`config.mk`:
```
export PLATFORM = sky130hd
export DESIGN_NAME = dsi_packet_assembler
export DESIGN_NICKNAME = d
export VERILOG_FILES = /design/src/rtl/dsi_lane_pkg.sv /design/src/rtl/dsi_proto_pkg.sv /design/src/rtl/crc_inserter.sv /design/src/rtl/dsi_packet_assembler.sv /design/src/rtl/lane_repacker.sv /design/src/rtl/packet_framer.sv
export SDC_FILE = /design/constraint.sdc
export NUM_CORES = 1
export LEC_CHECK = 0
export ABC_AREA = 1
export BUFFER_PORTS_ARGS = -buffer_cell sky130_fd_sc_hd__buf_2
export CORE_MARGIN = 4
export CORE_UTILIZATION = 56
export DETAILED_ROUTE_END_ITERATION = 7
export GPL_TIMING_DRIVEN = 1
export PLACE_DENSITY = 0.74
export SYNTH_ARGS = -nofsm -noshare
export SYNTH_HDL_FRONTEND = slang
export SYNTH_SLANG_ARGS = --single-unit
```
`constraint.sdc`:
```
create_clock -name clk -period 10.6 [get_ports clk]
set_clock_uncertainty 0.1 [all_clocks]
set_input_delay 0 -clock clk [delete_from_list [all_inputs] [get_ports clk]]
set_output_delay 0 -clock clk [all_outputs]
set_load 0.005 [all_outputs]
```
`src/rtl/dsi_lane_pkg.sv`:
```
package dsi_lane_pkg;

    localparam int MAX_LANES = 4;

    // lanes in use, 1 to MAX_LANES
    typedef logic [2:0] lane_count_t;

    // valid bytes in a beat, 1 to 4
    typedef logic [2:0] byte_count_t;

    typedef logic [MAX_LANES-1:0]   lane_mask_t;  // one bit per lane
    typedef logic [8*MAX_LANES-1:0] lane_data_t;  // lane i in byte i

endpackage

```
`src/rtl/dsi_proto_pkg.sv`:
```
package dsi_proto_pkg;

    typedef logic [31:0] word_t;        // stream word, byte 0 first on the wire
    typedef logic [7:0]  byte_t;
    typedef logic [15:0] word_count_t;  // payload length in bytes
    typedef logic [7:0]  data_id_t;     // vc in 7:6, type in 5:0
    typedef logic [5:0]  data_type_t;
    typedef logic [15:0] crc_t;
    typedef logic [7:0]  ecc_t;         // bits 7:6 always zero

    typedef enum logic [1:0]
    {
        KIND_HEADER,
        KIND_PAYLOAD,
        KIND_CRC
    } beat_kind_t;

    localparam data_type_t DT_BLANKING     = 6'h19;
    localparam data_type_t DT_GENERIC_LONG = 6'h29;
    localparam data_type_t DT_DCS_LONG     = 6'h39;
    localparam data_type_t DT_PPS24        = 6'h3E;

    localparam crc_t CRC_INIT           = 16'hFFFF;
    localparam crc_t CRC_POLY_REFLECTED = 16'h8408;  // x^16+x^12+x^5+1, lsb first

    localparam int HEADER_BYTES = 4;
    localparam int CRC_BYTES    = 2;

    function automatic logic is_long_type(input data_type_t dt);
        return dt inside {DT_BLANKING, DT_GENERIC_LONG, DT_DCS_LONG, DT_PPS24};
    endfunction

    // bits are {wc msb, wc lsb, data id}, data id in 7:0
    function automatic ecc_t header_ecc(input logic [23:0] d);
        ecc_t ecc;
        ecc    = '0;
        ecc[0] = ^(d & 24'hF12CB7);
        ecc[1] = ^(d & 24'hF2555B);
        ecc[2] = ^(d & 24'h749A6D);
        ecc[3] = ^(d & 24'hB8E38E);
        ecc[4] = ^(d & 24'hDF03F0);
        ecc[5] = ^(d & 24'hEFFC00);
        return ecc;
    endfunction

endpackage

```
`src/rtl/crc_inserter.sv`:
```
`timescale 1ns/1ps

module crc_inserter (
    input  logic                      clk,
    input  logic                      rst_n,
    input  dsi_proto_pkg::word_t      f_data,
    input  dsi_lane_pkg::byte_count_t f_bytes,
    input  dsi_proto_pkg::beat_kind_t f_kind,
    input  logic                      f_last,
    input  logic                      f_valid,
    input  logic                      c_ready,
    output logic                      f_ready,
    output dsi_proto_pkg::word_t      c_data,
    output dsi_lane_pkg::byte_count_t c_bytes,
    output dsi_proto_pkg::beat_kind_t c_kind,
    output logic                      c_last,
    output logic                      c_valid
);
    import dsi_proto_pkg::*;

    crc_t crc_q;     // running crc of the current packet
    crc_t crc_fold;  // crc_q with this beat's bytes folded in
    logic take;

    // one byte, lsb first
    function automatic crc_t crc_step(input crc_t crc, input byte_t data);
        crc_t c;
        c = crc ^ {8'h00, data};
        for (int b = 0; b < 8; b++)
            c = c[0] ? ((c >> 1) ^ CRC_POLY_REFLECTED) : (c >> 1);
        return c;
    endfunction

    assign f_ready = !c_valid || c_ready;
    assign take    = f_valid && f_ready;

    always_comb
    begin
        crc_fold = crc_q;
        for (int i = 0; i < $bits(word_t) / 8; i++)
        begin
            if (i < int'(f_bytes))
                crc_fold = crc_step(crc_fold, f_data[8*i +: 8]);  // byte 0 first
        end
    end

    always_ff @(posedge clk)
    begin
        if (take && f_kind == KIND_HEADER)
            crc_q <= CRC_INIT;
        else if (take && f_kind == KIND_PAYLOAD)
            crc_q <= crc_fold;
    end

    always_ff @(posedge clk or negedge rst_n)
    begin
        if (!rst_n)
            c_valid <= 1'b0;
        else if (f_ready)
            c_valid <= f_valid;
    end

    always_ff @(posedge clk)
    begin
        if (take)
        begin
            c_data  <= (f_kind == KIND_CRC) ? word_t'({16'h0000, crc_q}) : f_data;  // low byte first
            c_bytes <= f_bytes;
            c_kind  <= f_kind;
            c_last  <= f_last;
        end
    end

endmodule

```
`src/rtl/dsi_packet_assembler.sv`:
```
`timescale 1ns/1ps

module dsi_packet_assembler (
    input  logic                      clk,
    input  logic                      rst_n,
    input  dsi_proto_pkg::word_t      in_data,
    input  logic                      in_valid,
    input  dsi_lane_pkg::lane_count_t lane_count,
    input  logic                      lane_ready,
    output logic                      in_ready,
    output dsi_lane_pkg::lane_data_t  lane_data,
    output dsi_lane_pkg::lane_mask_t  lane_valid,
    output logic                      lane_last
);
    import dsi_proto_pkg::*;
    import dsi_lane_pkg::*;

    // framer to crc stage
    word_t       f_data;
    byte_count_t f_bytes;
    beat_kind_t  f_kind;
    logic        f_last;
    logic        f_valid;
    logic        f_ready;

    // crc stage to repacker
    word_t       c_data;
    byte_count_t c_bytes;
    logic        c_last;
    logic        c_valid;
    logic        c_ready;

    packet_framer u_framer (
        .clk      (clk),
        .rst_n    (rst_n),
        .in_data  (in_data),
        .in_valid (in_valid),
        .f_ready  (f_ready),
        .in_ready (in_ready),
        .f_data   (f_data),
        .f_bytes  (f_bytes),
        .f_kind   (f_kind),
        .f_last   (f_last),
        .f_valid  (f_valid)
    );

    crc_inserter u_crc (
        .clk     (clk),
        .rst_n   (rst_n),
        .f_data  (f_data),
        .f_bytes (f_bytes),
        .f_kind  (f_kind),
        .f_last  (f_last),
        .f_valid (f_valid),
        .c_ready (c_ready),
        .f_ready (f_ready),
        .c_data  (c_data),
        .c_bytes (c_bytes),
        .c_kind  (),  // repacker works on bytes only
        .c_last  (c_last),
        .c_valid (c_valid)
    );

    lane_repacker u_repacker (
        .clk        (clk),
        .rst_n      (rst_n),
        .c_data     (c_data),
        .c_bytes    (c_bytes),
        .c_last     (c_last),
        .c_valid    (c_valid),
        .lane_count (lane_count),
        .lane_ready (lane_ready),
        .c_ready    (c_ready),
        .lane_data  (lane_data),
        .lane_valid (lane_valid),
        .lane_last  (lane_last)
    );

endmodule

```
`src/rtl/lane_repacker.sv`:
```
`timescale 1ns/1ps

module lane_repacker (
    input  logic                      clk,
    input  logic                      rst_n,
    input  dsi_proto_pkg::word_t      c_data,
    input  dsi_lane_pkg::byte_count_t c_bytes,
    input  logic                      c_last,
    input  logic                      c_valid,
    input  dsi_lane_pkg::lane_count_t lane_count,
    input  logic                      lane_ready,
    output logic                      c_ready,
    output dsi_lane_pkg::lane_data_t  lane_data,
    output dsi_lane_pkg::lane_mask_t  lane_valid,
    output logic                      lane_last
);
    import dsi_proto_pkg::*;
    import dsi_lane_pkg::*;

    byte_t       sb_q  [2*MAX_LANES-1];  // shadow buffer, byte 0 oldest
    byte_t       sb_d  [2*MAX_LANES-1];
    byte_t       avail [2*MAX_LANES-1];  // buffer plus the beat taken now
    logic [2:0]  cnt_q;
    logic [3:0]  avail_cnt;
    logic        last_q;                 // buffer holds the end of a packet
    logic        avail_last;
    logic        acc;
    logic        out_free;
    logic        issue;
    lane_count_t lanes;
    byte_count_t take;
    lane_mask_t  take_mask;
    lane_data_t  beat_data;

    // room for a full word, and never mix two packets
    assign c_ready  = (cnt_q < 3'(MAX_LANES)) && !last_q;
    assign acc      = c_valid && c_ready;
    assign out_free = (lane_valid == '0) || lane_ready;

    always_comb
    begin
        if (lane_count == '0)
            lanes = lane_count_t'(1);
        else if (lane_count > lane_count_t'(MAX_LANES))
            lanes = lane_count_t'(MAX_LANES);
        else
            lanes = lane_count;
    end

    assign avail_cnt  = {1'b0, cnt_q} + (acc ? {1'b0, c_bytes} : 4'd0);
    assign avail_last = last_q || (acc && c_last);
    assign issue      = out_free && (avail_cnt != '0) &&
                        ((avail_cnt >= {1'b0, lanes}) || avail_last);
    assign take       = !issue ? '0 :
                        (avail_cnt >= {1'b0, lanes}) ? lanes : avail_cnt[2:0];  // partial tail

    always_comb
    begin : merge_blk
        int pos;
        for (int i = 0; i < 2*MAX_LANES-1; i++)
        begin
            pos = i - int'(cnt_q);
            if (pos < 0)
                avail[i] = sb_q[i];
            else if (pos < MAX_LANES)
                avail[i] = c_data[8*pos +: 8];  // new bytes go behind the old
            else
                avail[i] = '0;
        end
    end

    always_comb
    begin : shift_blk
        int src;
        for (int i = 0; i < 2*MAX_LANES-1; i++)
        begin
            src = i + int'(take);
            if (src < 2*MAX_LANES-1)
                sb_d[i] = avail[src];
            else
                sb_d[i] = '0;
        end
        for (int i = 0; i < MAX_LANES; i++)
        begin
            take_mask[i]        = (i < int'(take));
            beat_data[8*i +: 8] = take_mask[i] ? avail[i] : '0;  // idle lanes read zero
        end
    end

    always_ff @(posedge clk or negedge rst_n)
    begin
        if (!rst_n)
        begin
            cnt_q      <= '0;
            last_q     <= 1'b0;
            lane_valid <= '0;
            lane_last  <= 1'b0;
        end
        else
        begin
            cnt_q  <= 3'(avail_cnt - {1'b0, take});
            last_q <= avail_last && (avail_cnt != {1'b0, take});
            if (out_free)
            begin
                lane_valid <= take_mask;
                lane_last  <= issue && avail_last && (avail_cnt == {1'b0, take});
            end
        end
    end

    always_ff @(posedge clk)
    begin
        sb_q <= sb_d;
        if (out_free)
            lane_data <= beat_data;
    end

endmodule

```
`src/rtl/packet_framer.sv`:
```
`timescale 1ns/1ps

module packet_framer (
    input  logic                      clk,
    input  logic                      rst_n,
    input  dsi_proto_pkg::word_t      in_data,
    input  logic                      in_valid,
    input  logic                      f_ready,
    output logic                      in_ready,
    output dsi_proto_pkg::word_t      f_data,
    output dsi_lane_pkg::byte_count_t f_bytes,
    output dsi_proto_pkg::beat_kind_t f_kind,
    output logic                      f_last,
    output logic                      f_valid
);
    import dsi_proto_pkg::*;
    import dsi_lane_pkg::*;

    typedef enum logic [1:0]
    {
        HEADER,
        PAYLOAD,
        CRC_SLOT
    } state_t;

    state_t      state_q;
    word_count_t remain_q;     // payload bytes still to come
    logic        running_q;    // low for the first cycle out of reset
    logic        out_free;
    logic        take_in;
    logic        emit;
    logic        hdr_long;
    data_id_t    hdr_id;
    word_count_t hdr_wc;
    byte_count_t pay_bytes;

    assign hdr_id   = in_data[23:16];
    assign hdr_wc   = in_data[15:0];  // short types carry data bytes here
    assign hdr_long = is_long_type(hdr_id[5:0]);

    assign out_free = !f_valid || f_ready;
    assign in_ready = running_q && out_free && (state_q != CRC_SLOT);
    assign take_in  = in_valid && in_ready;
    assign emit     = take_in || (out_free && state_q == CRC_SLOT);

    // partial last word
    assign pay_bytes = (remain_q > 16'd4) ? 3'd4 : remain_q[2:0];

    always_ff @(posedge clk or negedge rst_n)
    begin
        if (!rst_n)
        begin
            state_q   <= HEADER;
            remain_q  <= '0;
            running_q <= 1'b0;
        end
        else
        begin
            running_q <= 1'b1;
            case (state_q)
                HEADER:
                    if (take_in && hdr_long)
                    begin
                        remain_q <= hdr_wc;
                        state_q  <= (hdr_wc == '0) ? CRC_SLOT : PAYLOAD;  // empty payload
                    end
                PAYLOAD:
                    if (take_in)
                    begin
                        remain_q <= remain_q - word_count_t'(pay_bytes);
                        if (remain_q <= 16'd4)
                            state_q <= CRC_SLOT;
                    end
                CRC_SLOT:
                    if (emit)
                        state_q <= HEADER;
                default:
                    state_q <= HEADER;
            endcase
        end
    end

    always_ff @(posedge clk or negedge rst_n)
    begin
        if (!rst_n)
            f_valid <= 1'b0;
        else if (out_free)
            f_valid <= emit;
    end

    always_ff @(posedge clk)
    begin
        if (emit)
        begin
            case (state_q)
                HEADER:
                begin
                    f_data  <= {header_ecc({hdr_wc, hdr_id}), hdr_wc[15:8], hdr_wc[7:0], hdr_id};
                    f_bytes <= byte_count_t'(HEADER_BYTES);
                    f_kind  <= KIND_HEADER;
                    f_last  <= !hdr_long;  // short packet ends here
                end
                PAYLOAD:
                begin
                    f_data  <= in_data;
                    f_bytes <= pay_bytes;
                    f_kind  <= KIND_PAYLOAD;
                    f_last  <= 1'b0;
                end
                default:
                begin
                    f_data  <= '0;  // filled in by the crc stage
                    f_bytes <= byte_count_t'(CRC_BYTES);
                    f_kind  <= KIND_CRC;
                    f_last  <= 1'b1;
                end
            endcase
        end
    end

endmodule

```
==> metrics.txt, run 1 <==
status finished clean; largest net degree at the start of global routing 69; H-Tree Depth 1; CTS max path bufs 3; first-pass GRT wire length roughly 80000 µm; critical path's top delay family buffers and inverters; Total Die Area 29800 µm²; slowest CP cell clkinv_1; most common cell after layout, fill and taps aside nand2_1; GP Congestion 0.973; # nets final 2339; drt initial violations 2002; final hold vios 0; via count about 16000; CTS root buffer clkbuf_16; ys flop type edfxtp_1; vias per cell 5.97; Post-CTS Setup Inserts 0; reg-to-reg endpoint u_repacker.sb_q[10]; Max Transition Viols Final 0; Arr. time, crit path 6.52 ns; Tcrit/Tclk final 58.1%; post_cts resized 0; area delta synth->final 12.0%; share of cells above drive strength 1 9.45%; YS warnings 0; CP startpoint kind flip-flop; Die H 173 µm; WL/cell 19.9 µm; Num CTS Buffers 24; GR Util All Layers 33.5%; initial antenna violation count 1; Syn Std Cell Area between 15000 and 20000 µm²; leading cell types in the layout, fill and taps excluded nand2_1, o21ai_0, inv_1, nor2_1, nand3_1; core footprint ~26000 µm²; dpl hpwl 37900 µm; f_max 162 MHz; setup TNS 0 ns; critical path class reg -> reg; hold_buf cts 45; row count 59; synth unique cells 56; reg2reg setup slack 4.44 ns; Syn Area/Cell 6.91 µm²; hold path startpoint lane_count[2]; clock-pin slew on the worst setup and hold paths ~0.060 ns; Clock Latency Late Sink about 0.54 ns; Max-cap violations 0; gr ovfl total 0; FF-to-FF Start u_repacker.cnt_q[0]; CP Cell Sequence buf_4, ha_1, fa_1, ha_1, a21boi_0, o21ai_0, nand3b_1, mux2i_1, nor2_4, inv_2, ha_1, clkinv_1, o21ai_0, o21ai_0, nor2_1; asr flop ratio synth 14.4%; Port Buffer Count between 70 and 80; CP endpoint kind flip-flop; Hold Crit Class in -> reg; TritonCTS clock tree built; final critical-path required period between 6 and 7 ns; # DRC 0; RSZ-0062 raised after global routing no; Post-synth EDFFs between 100 and 150; hold path depth 7; Crit path required time 10.97 ns; CP Max Fanout 63; Worst Hold End u_repacker.sb_q[26]; Register-to-Register Path Depth 15; vias in the first global route 14400; Slew HR between 10% and 20%; CTS sink cnt 208; Setup-failing EPs final 0; Mapped Cells 2195; First-pass DRT Iterations 6; Final ANT Viol Nets 0; Die W 173 µm; Detailed Route WL 52000 µm; Ports 77; Buf/Inv on CP 3; Yosys reg bits 208; starting density of the core 57.5%; worst slew pin tran approximately 1.2 ns; largest stage delay on the critical path approximately 1.1 ns; register area share after synthesis 35.5%
==> worst max-delay path by stage <==
stage / to / depth (start not counted) / startpoint
after global placement: u_repacker.sb_q[10] / 15 / u_repacker.cnt_q[0]
final: u_repacker.sb_q[10] / 15 / u_repacker.cnt_q[0]
after global routing: u_repacker.sb_q[10] / 15 / u_repacker.cnt_q[0]
after CTS: u_repacker.sb_q[40] / 15 / u_repacker.cnt_q[0]
after detailed placement: u_repacker.sb_q[40] / 15 / u_repacker.cnt_q[0]
after floorplan: u_repacker.sb_q[0] / 13 / u_repacker.lane_valid[1]
==> per-layer routing <==
metal	vias to the layer above	global-route usage, %	part of all wire, %
met3	194	4.59	7.8
met2	791	55.9	46
met1	7120	41.9	39
met4	0	19.3	7.3
li1	7486	-	-
met5	-	0	0
==> area by class of cell <==
type | count | area (µm²)
fill | 2382 | 9380
multi-input combinational | 1629 | 8420
sequential | 208 | 5380
timing repair buffer | 143 | 1010
inverter | 252 | 946
clock buffer | 30 | 654
tap | 335 | 419
clock inverter | 14 | 151
antenna | 1 | 2.50
==> tightest hold or removal path, delay by kind of cell <==
family / cells / cell delay (ns)
buffers and inverters: 3 / 0.44
AOI/OAI and AO/OA: 2 / 0.24
and+or+nand+nor: 2 / 0.11
==> cell usage after synthesis (all sizes together) (3+ instances only) <==
cell | number | share of area (%)
xnor2 | 34 | 2.0
nand2 | 538 | 14
a22oi | 5 | 0.28
mux2i | 9 | 0.59
o31ai | 7 | 0.35
buf | 25 | 0.92
o211ai | 14 | 0.69
a31oi | 4 | 0.17
o41ai | 3 | 0.22
xor2 | 28 | 1.6
o21ai | 328 | 11
nand4 | 16 | 0.74
dfxtp | 72 | 9.5
inv | 247 | 6.1
clkinv | 5 | 0.12
ha | 40 | 3.3
a32o | 19 | 1.3
o22ai | 34 | 1.4
clkbuf | 82 | 2.1
nor2 | 180 | 4.6
dfrtp | 30 | 5.0
nand3 | 176 | 6.1
or2 | 12 | 0.50
edfxtp | 106 | 21
a21oi | 151 | 5.0
nand3b | 4 | 0.20
nor3 | 12 | 0.40
==> state kept, by name (all words and copies together) (netlist names), 2 cells and up <==
name,flops
u_framer.f_bytes,3
u_repacker.lane_valid,4
u_framer.state_q,2
u_crc.c_bytes,3
u_repacker.cnt_q,3
u_crc.c_data,32
u_repacker.lane_data,32
u_framer.remain_q,16
u_repacker.sb_q,56
u_crc.crc_q,16
u_framer.f_kind,2
u_framer.f_data,32
==> per-stage QoR <==
stage / utilization (%) / setup slack, ns / std cells / instance area [µm²] / hold slack (ns)
detailed placement: 59.6 / 4.58 / 2522 / 15700 / -0.0118
finish: 64.4 / 4.44 / 2612 / 17000 / 0.204
global route: 64.4 / 3.86 / 2611 / 17000 / 0.242
CTS: 64.4 / 4.52 / 2611 / 17000 / 0.175
global placement: 59.6 / 4.81 / 2522 / 15700 / -0.0147
floorplan: - / 5.25 / 2196 / 15200 / -0.396
==> kinds of logic (layout without fill, tap and decap cells) <==
| group | count (synthesis) | in the layout | share of synthesized area, % |
|---|---|---|---|
| multiplexers | 9 | 9 | 0.594 |
| XOR/XNOR | 62 | 62 | 3.58 |
| AO/OA/AOI/OAI | 575 | 575 | 20.9 |
| other | 1 | 3 | 0.0247 |
| flip-flops | 208 | 208 | 35.5 |
| adder cells (fa/ha/maj) | 42 | 42 | 3.56 |
| buffers and inverters | 359 | 439 | 9.23 |
| AND/OR/NAND/NOR | 939 | 939 | 26.6 |
Power of run 1 is left out: the tool's default activity adds up to more than one toggle a clock period on the data nets, which glitch-free logic cannot reach.
==> run 2: changes to the inputs <==
- clock period: 10.6 -> 5.7 ns (I/O delays scaled with it)
==> metrics.txt, run 2 (synthesis results as in run 1) <==
# nets final between 2000 and 2500; WL/cell 18.6 µm; largest net degree at the start of global routing 68; Tcrit/Tclk final 87.3%; GR Util All Layers 31.4%; DP Area ~16000 µm²; CP Cell Sequence nor2_1, nand2_1, nor2_1, ha_1, fa_1, ha_1, a21boi_0, o21ai_0, nand3b_1, o21ai_1, inv_1, nand2_1, buf_4, inv_1, ha_1, inv_1, ha_1, clkinv_1, o21ai_0, a31oi_1; final hold vios 0; gr ovfl total 0; Crit path required time 6.01 ns; Detailed Route WL 48800 µm; First-pass DRT Iterations 6; slowest CP cell dfrtp_1; Num CTS Buffers 24; share of cells above drive strength 1 roughly a tenth; row count between 50 and 60; Die W 173 µm; CTS sink cnt around 210; Final ANT Viol Nets 0; vias per cell approximately 6.0; Clock Latency Late Sink 0.54 ns; leading cell types in the layout, fill and taps excluded nand2_1, o21ai_0, inv_1, nor2_1, nand3_1; clock-pin slew on the worst setup and hold paths 0.06 ns; Post-CTS Setup Inserts 0; H-Tree Depth 1; critical path class reg -> reg; Max Transition Viols Final 0; Ports between 70 and 80; vias in the first global route 14400; initial antenna violation count 0; Setup-failing EPs final 0; CTS max path bufs 3; dpl hpwl 36300 µm; post_cts resized 0; setup TNS 0 ns; CP startpoint kind flip-flop; CP Max Fanout 25; core footprint 26400 µm²; Die H 173 µm; # DRC 0; Hold Crit Class in -> reg; TritonCTS clock tree built; diode count 0; Max-cap violations 0; Largest register FFs 56; GP Congestion 0.994; Total Die Area 29800 µm²; Slew HR between 10% and 20%; area delta synth->final 12.2%; Arr. time, crit path ~5.3 ns; RSZ-0062 raised after global routing no; first-pass GRT wire length around 77000 µm; most common cell after layout, fill and taps aside nand2_1; worst slew pin tran between 1 and 1.5 ns; Port Buffer Count 76; status finished clean; via count 15600; largest stage delay on the critical path ~0.51 ns; final instance area 17000 µm²; drt initial violations between 1500 and 2000; most frequent CP cell ha_1; CTS root buffer clkbuf_16; CP endpoint kind flip-flop; final critical-path required period 4.97 ns; hold_buf cts 47; Biggest register u_repacker.sb_q; starting density of the core around 58%; f_max 201 MHz
[run 2: per-layer routing]
metal / part of all wire [%] / up-vias / GRT usage [%]
met5: 0 / - / 0
met4: 5.8 / 0 / 16.3
met3: 7.6 / 145 / 3.65
met2: 47 / 802 / 53.3
met1: 39 / 7190 / 39.6
li1: - / 7505 / -
[run 2: worst paths after layout]
path | start | to | slack [ns] | cells past startpoint
hold reg to reg | u_framer.f_last | u_crc.c_last | 0.32 | 0
setup reg to reg | u_repacker.cnt_q[2] | u_repacker.sb_q[14] | 0.73 | 20
min in group asynchronous | rst_n | u_framer.remain_q[14] | 0.36 | 4
setup / recovery | u_repacker.cnt_q[2] | u_repacker.sb_q[14] | 0.73 | 20
hold / removal | lane_count[2] | u_repacker.cnt_q[0] | 0.10 | 6
max in group asynchronous | rst_n | u_repacker.cnt_q[0] | 4.94 | 4
[run 2: cell type report]
| cell class | instances | area, µm² |
|---|---|---|
| fill | 2265 | 9340 |
| multi-input combinational | 1629 | 8420 |
| sequential | 208 | 5380 |
| timing repair buffer | 155 | 1100 |
| inverter | 252 | 946 |
| clock buffer | 30 | 633 |
| tap | 335 | 419 |
| clock inverter | 14 | 116 |
[run 2: stage by stage]
| step | setup slack, ns | hold WS (ns) | std cells | util, % |
|---|---|---|---|---|
| after floorplan | 0.347 | -0.396 | 2196 | - |
| after global placement | 0.969 | -0.0282 | 2532 | 59.9 |
| after detailed placement | 0.799 | -0.0196 | 2532 | 59.9 |
| after CTS | 0.728 | 0.0980 | 2623 | 64.6 |
| after global routing | 0.299 | 0.143 | 2623 | 64.6 |
| final | 0.726 | 0.104 | 2623 | 64.6 |
[run 2: worst max-delay path: cells and delay by family, from the launching register on]
family / cells / cell delay, ns
flip-flops: 1 / 0.51
adder cells (fa/ha/maj): 5 / 1.56
buffers and inverters: 5 / 0.95
AO/OA/AOI/OAI: 5 / 0.96
AND/OR/NAND/NOR: 5 / 0.78
Power of run 2 is left out for the same reason.
==> run 3: changes to the inputs <==
- GPL_TIMING_DRIVEN: 1 -> 0
- HOLD_SLACK_MARGIN: default -> 0.15
==> metrics.txt, run 3 (synthesis results as in run 1) <==
status finished clean; Port Buffer Count between 70 and 80; CTS max path bufs 3; most common cell after layout, fill and taps aside nand2_1; f_max 183 MHz; row count 59; Max-cap violations 0; Tcrit/Tclk final about 96%; CP Cell Sequence clkbuf_2, nor2_1, nand2_1, nor2_1, ha_1, fa_1, xnor2_1, inv_1, ha_1, o21ai_0, nand3b_1, o21ai_1, nor2_1, buf_2, buf_2, ha_1, inv_1, ha_1, clkbuf_1, inv_1, nand2_1, a21oi_1; TritonCTS clock tree built; Detailed Route WL 58500 µm; reg-to-reg endpoint u_repacker.sb_q[47]; initial antenna violation count 1; diode count 0; Final ANT Viol Nets 0; First-pass DRT Iterations 8; final hold vios 0; Die H 173 µm; Ports 77; WL/cell approximately 22 µm; CTS root buffer clkbuf_16; tightest hold margin 0.238 ns; clock-pin slew on the worst setup and hold paths approximately 0.07 ns; sequential cell area 5380 µm²; GR Util All Layers 37.9%; most frequent CP cell ha_1; via count about 17000; crit path to u_repacker.sb_q[47]; Max Transition Viols Final 0; Clock Latency Late Sink roughly 0.53 ns; critical path class reg -> reg; Crit. path cell count 22; Total Die Area 29800 µm²; CP endpoint kind flip-flop; Arr. time, crit path 5.76 ns; gr ovfl total 0; RSZ-0062 raised after global routing no; # nets final roughly 2400; placed insts around 2600; Die W between 150 and 200 µm; Largest register FFs 56; reg2reg setup slack around 0.22 ns; slowest CP cell dfrtp_1; critical path's top delay family buffers and inverters; Critical Path Start u_repacker.cnt_q[2]; Setup-failing EPs final 0; leading cell types in the layout, fill and taps excluded nand2_1, o21ai_0, inv_1, nor2_1, nand3_1; Buf/Inv on CP 7; starting density of the core 57.5%; area delta synth->final 14.3%; worst slew pin tran 0.727 ns; vias in the first global route 16000; # DRC 0; Biggest register u_repacker.sb_q; CP startpoint kind flip-flop; H-Tree Depth 1; Multi-input gate area 8430 µm²; FF-to-FF Start u_repacker.cnt_q[2]; Num CTS Buffers 24; Slew HR between 50% and 60%; core footprint 26400 µm²; Hold Crit Class in -> reg; share of cells above drive strength 1 9.47%; Register-to-Register Path Depth 22; # fillers 2254; Crit path required time around 6 ns; largest net degree at the start of global routing 37; CTS sink cnt ~210; Post-Layout Cell Count 2701; dpl hpwl 44200 µm; final critical-path required period 5.48 ns; GP Congestion 1.05; first-pass GRT wire length 89800 µm; vias per cell 6.20; drt initial violations 2019; CP Max Fanout 11; largest stage delay on the critical path 0.54 ns
run 3: changes by cell type in the layout (fill, tap and decap cells not counted), sizes merged:
| cell | before | now |
|---|---|---|
| clkbuf | 30 | 115 |
| clkinv | 18 | 9 |
| buf | 109 | 106 |
| clkinvlp | 0 | 3 |
| inv | 247 | 250 |
| bufinv | 1 | 0 |
run 3: per-stage QoR:
step	cell area [µm²]	setup TNS, ns	setup WS (ns)	util (%)
global route	17300	0	0.00240	65.8
finish	17300	0	0.221	65.8
floorplan	15200	0	0.347	-
global placement	16000	-70.36	-1.35	60.6
detailed placement	16000	-8.42	-0.416	60.8
CTS	17300	0	0.0649	65.6
run 3: layer usage:
layer / track usage, % / vias up / share of wire [%]
met5: 0 / - / 0.029
met3: 5.37 / 275 / 9.3
met4: 24.3 / 2 / 8.0
met1: 45.5 / 7749 / 36
li1: - / 7670 / -
met2: 64.0 / 1061 / 46
run 3: how the worst min path moves through the flow:
stage | endpoint | depth (start not counted) | slack (ns) | startpoint
detailed placement | u_framer.remain_q[10] | 1 | -0.03 | rst_n
global route | u_repacker.lane_valid[2] | 5 | 0.25 | lane_ready
finish | u_repacker.cnt_q[0] | 7 | 0.24 | lane_count[2]
global placement | u_framer.remain_q[11] | 1 | -0.03 | rst_n
CTS | u_repacker.sb_q[23] | 7 | 0.15 | lane_count[2]
floorplan | u_crc.c_valid | 0 | -0.40 | rst_n
run 3: cell type report:
| class | count | area share, % |
|---|---|---|
| Tap cell | 335 | 2.42 |
| Inverter | 252 | 5.50 |
| Multi-Input combinational cell | 1629 | 48.6 |
| Clock inverter | 10 | 0.383 |
| Sequential cell | 208 | 31.0 |
| Clock buffer | 34 | 3.98 |
| Buffer | 104 | 2.61 |
| Timing Repair Buffer | 129 | 5.46 |
run 3: timing repair:
item | CTS | global route
hold buffers | 47 | 0
pin swaps | 0 | 1
endpoints found under the setup margin | 53 | 48
setup buffers | 0 | 2
resized for setup | 5 | 11
hold endpoints to repair | 157 | 0
run 3: worst min-delay path, cell delays in order:
cell	delay (ns)
buf_2	0.09
a21oi_1	0.06
mux2i_1	0.14
nor2_1	0.13
buf_2	0.20
nand2_1	0.10
nand2_1	0.08
Power of run 3 is left out for the same reason.
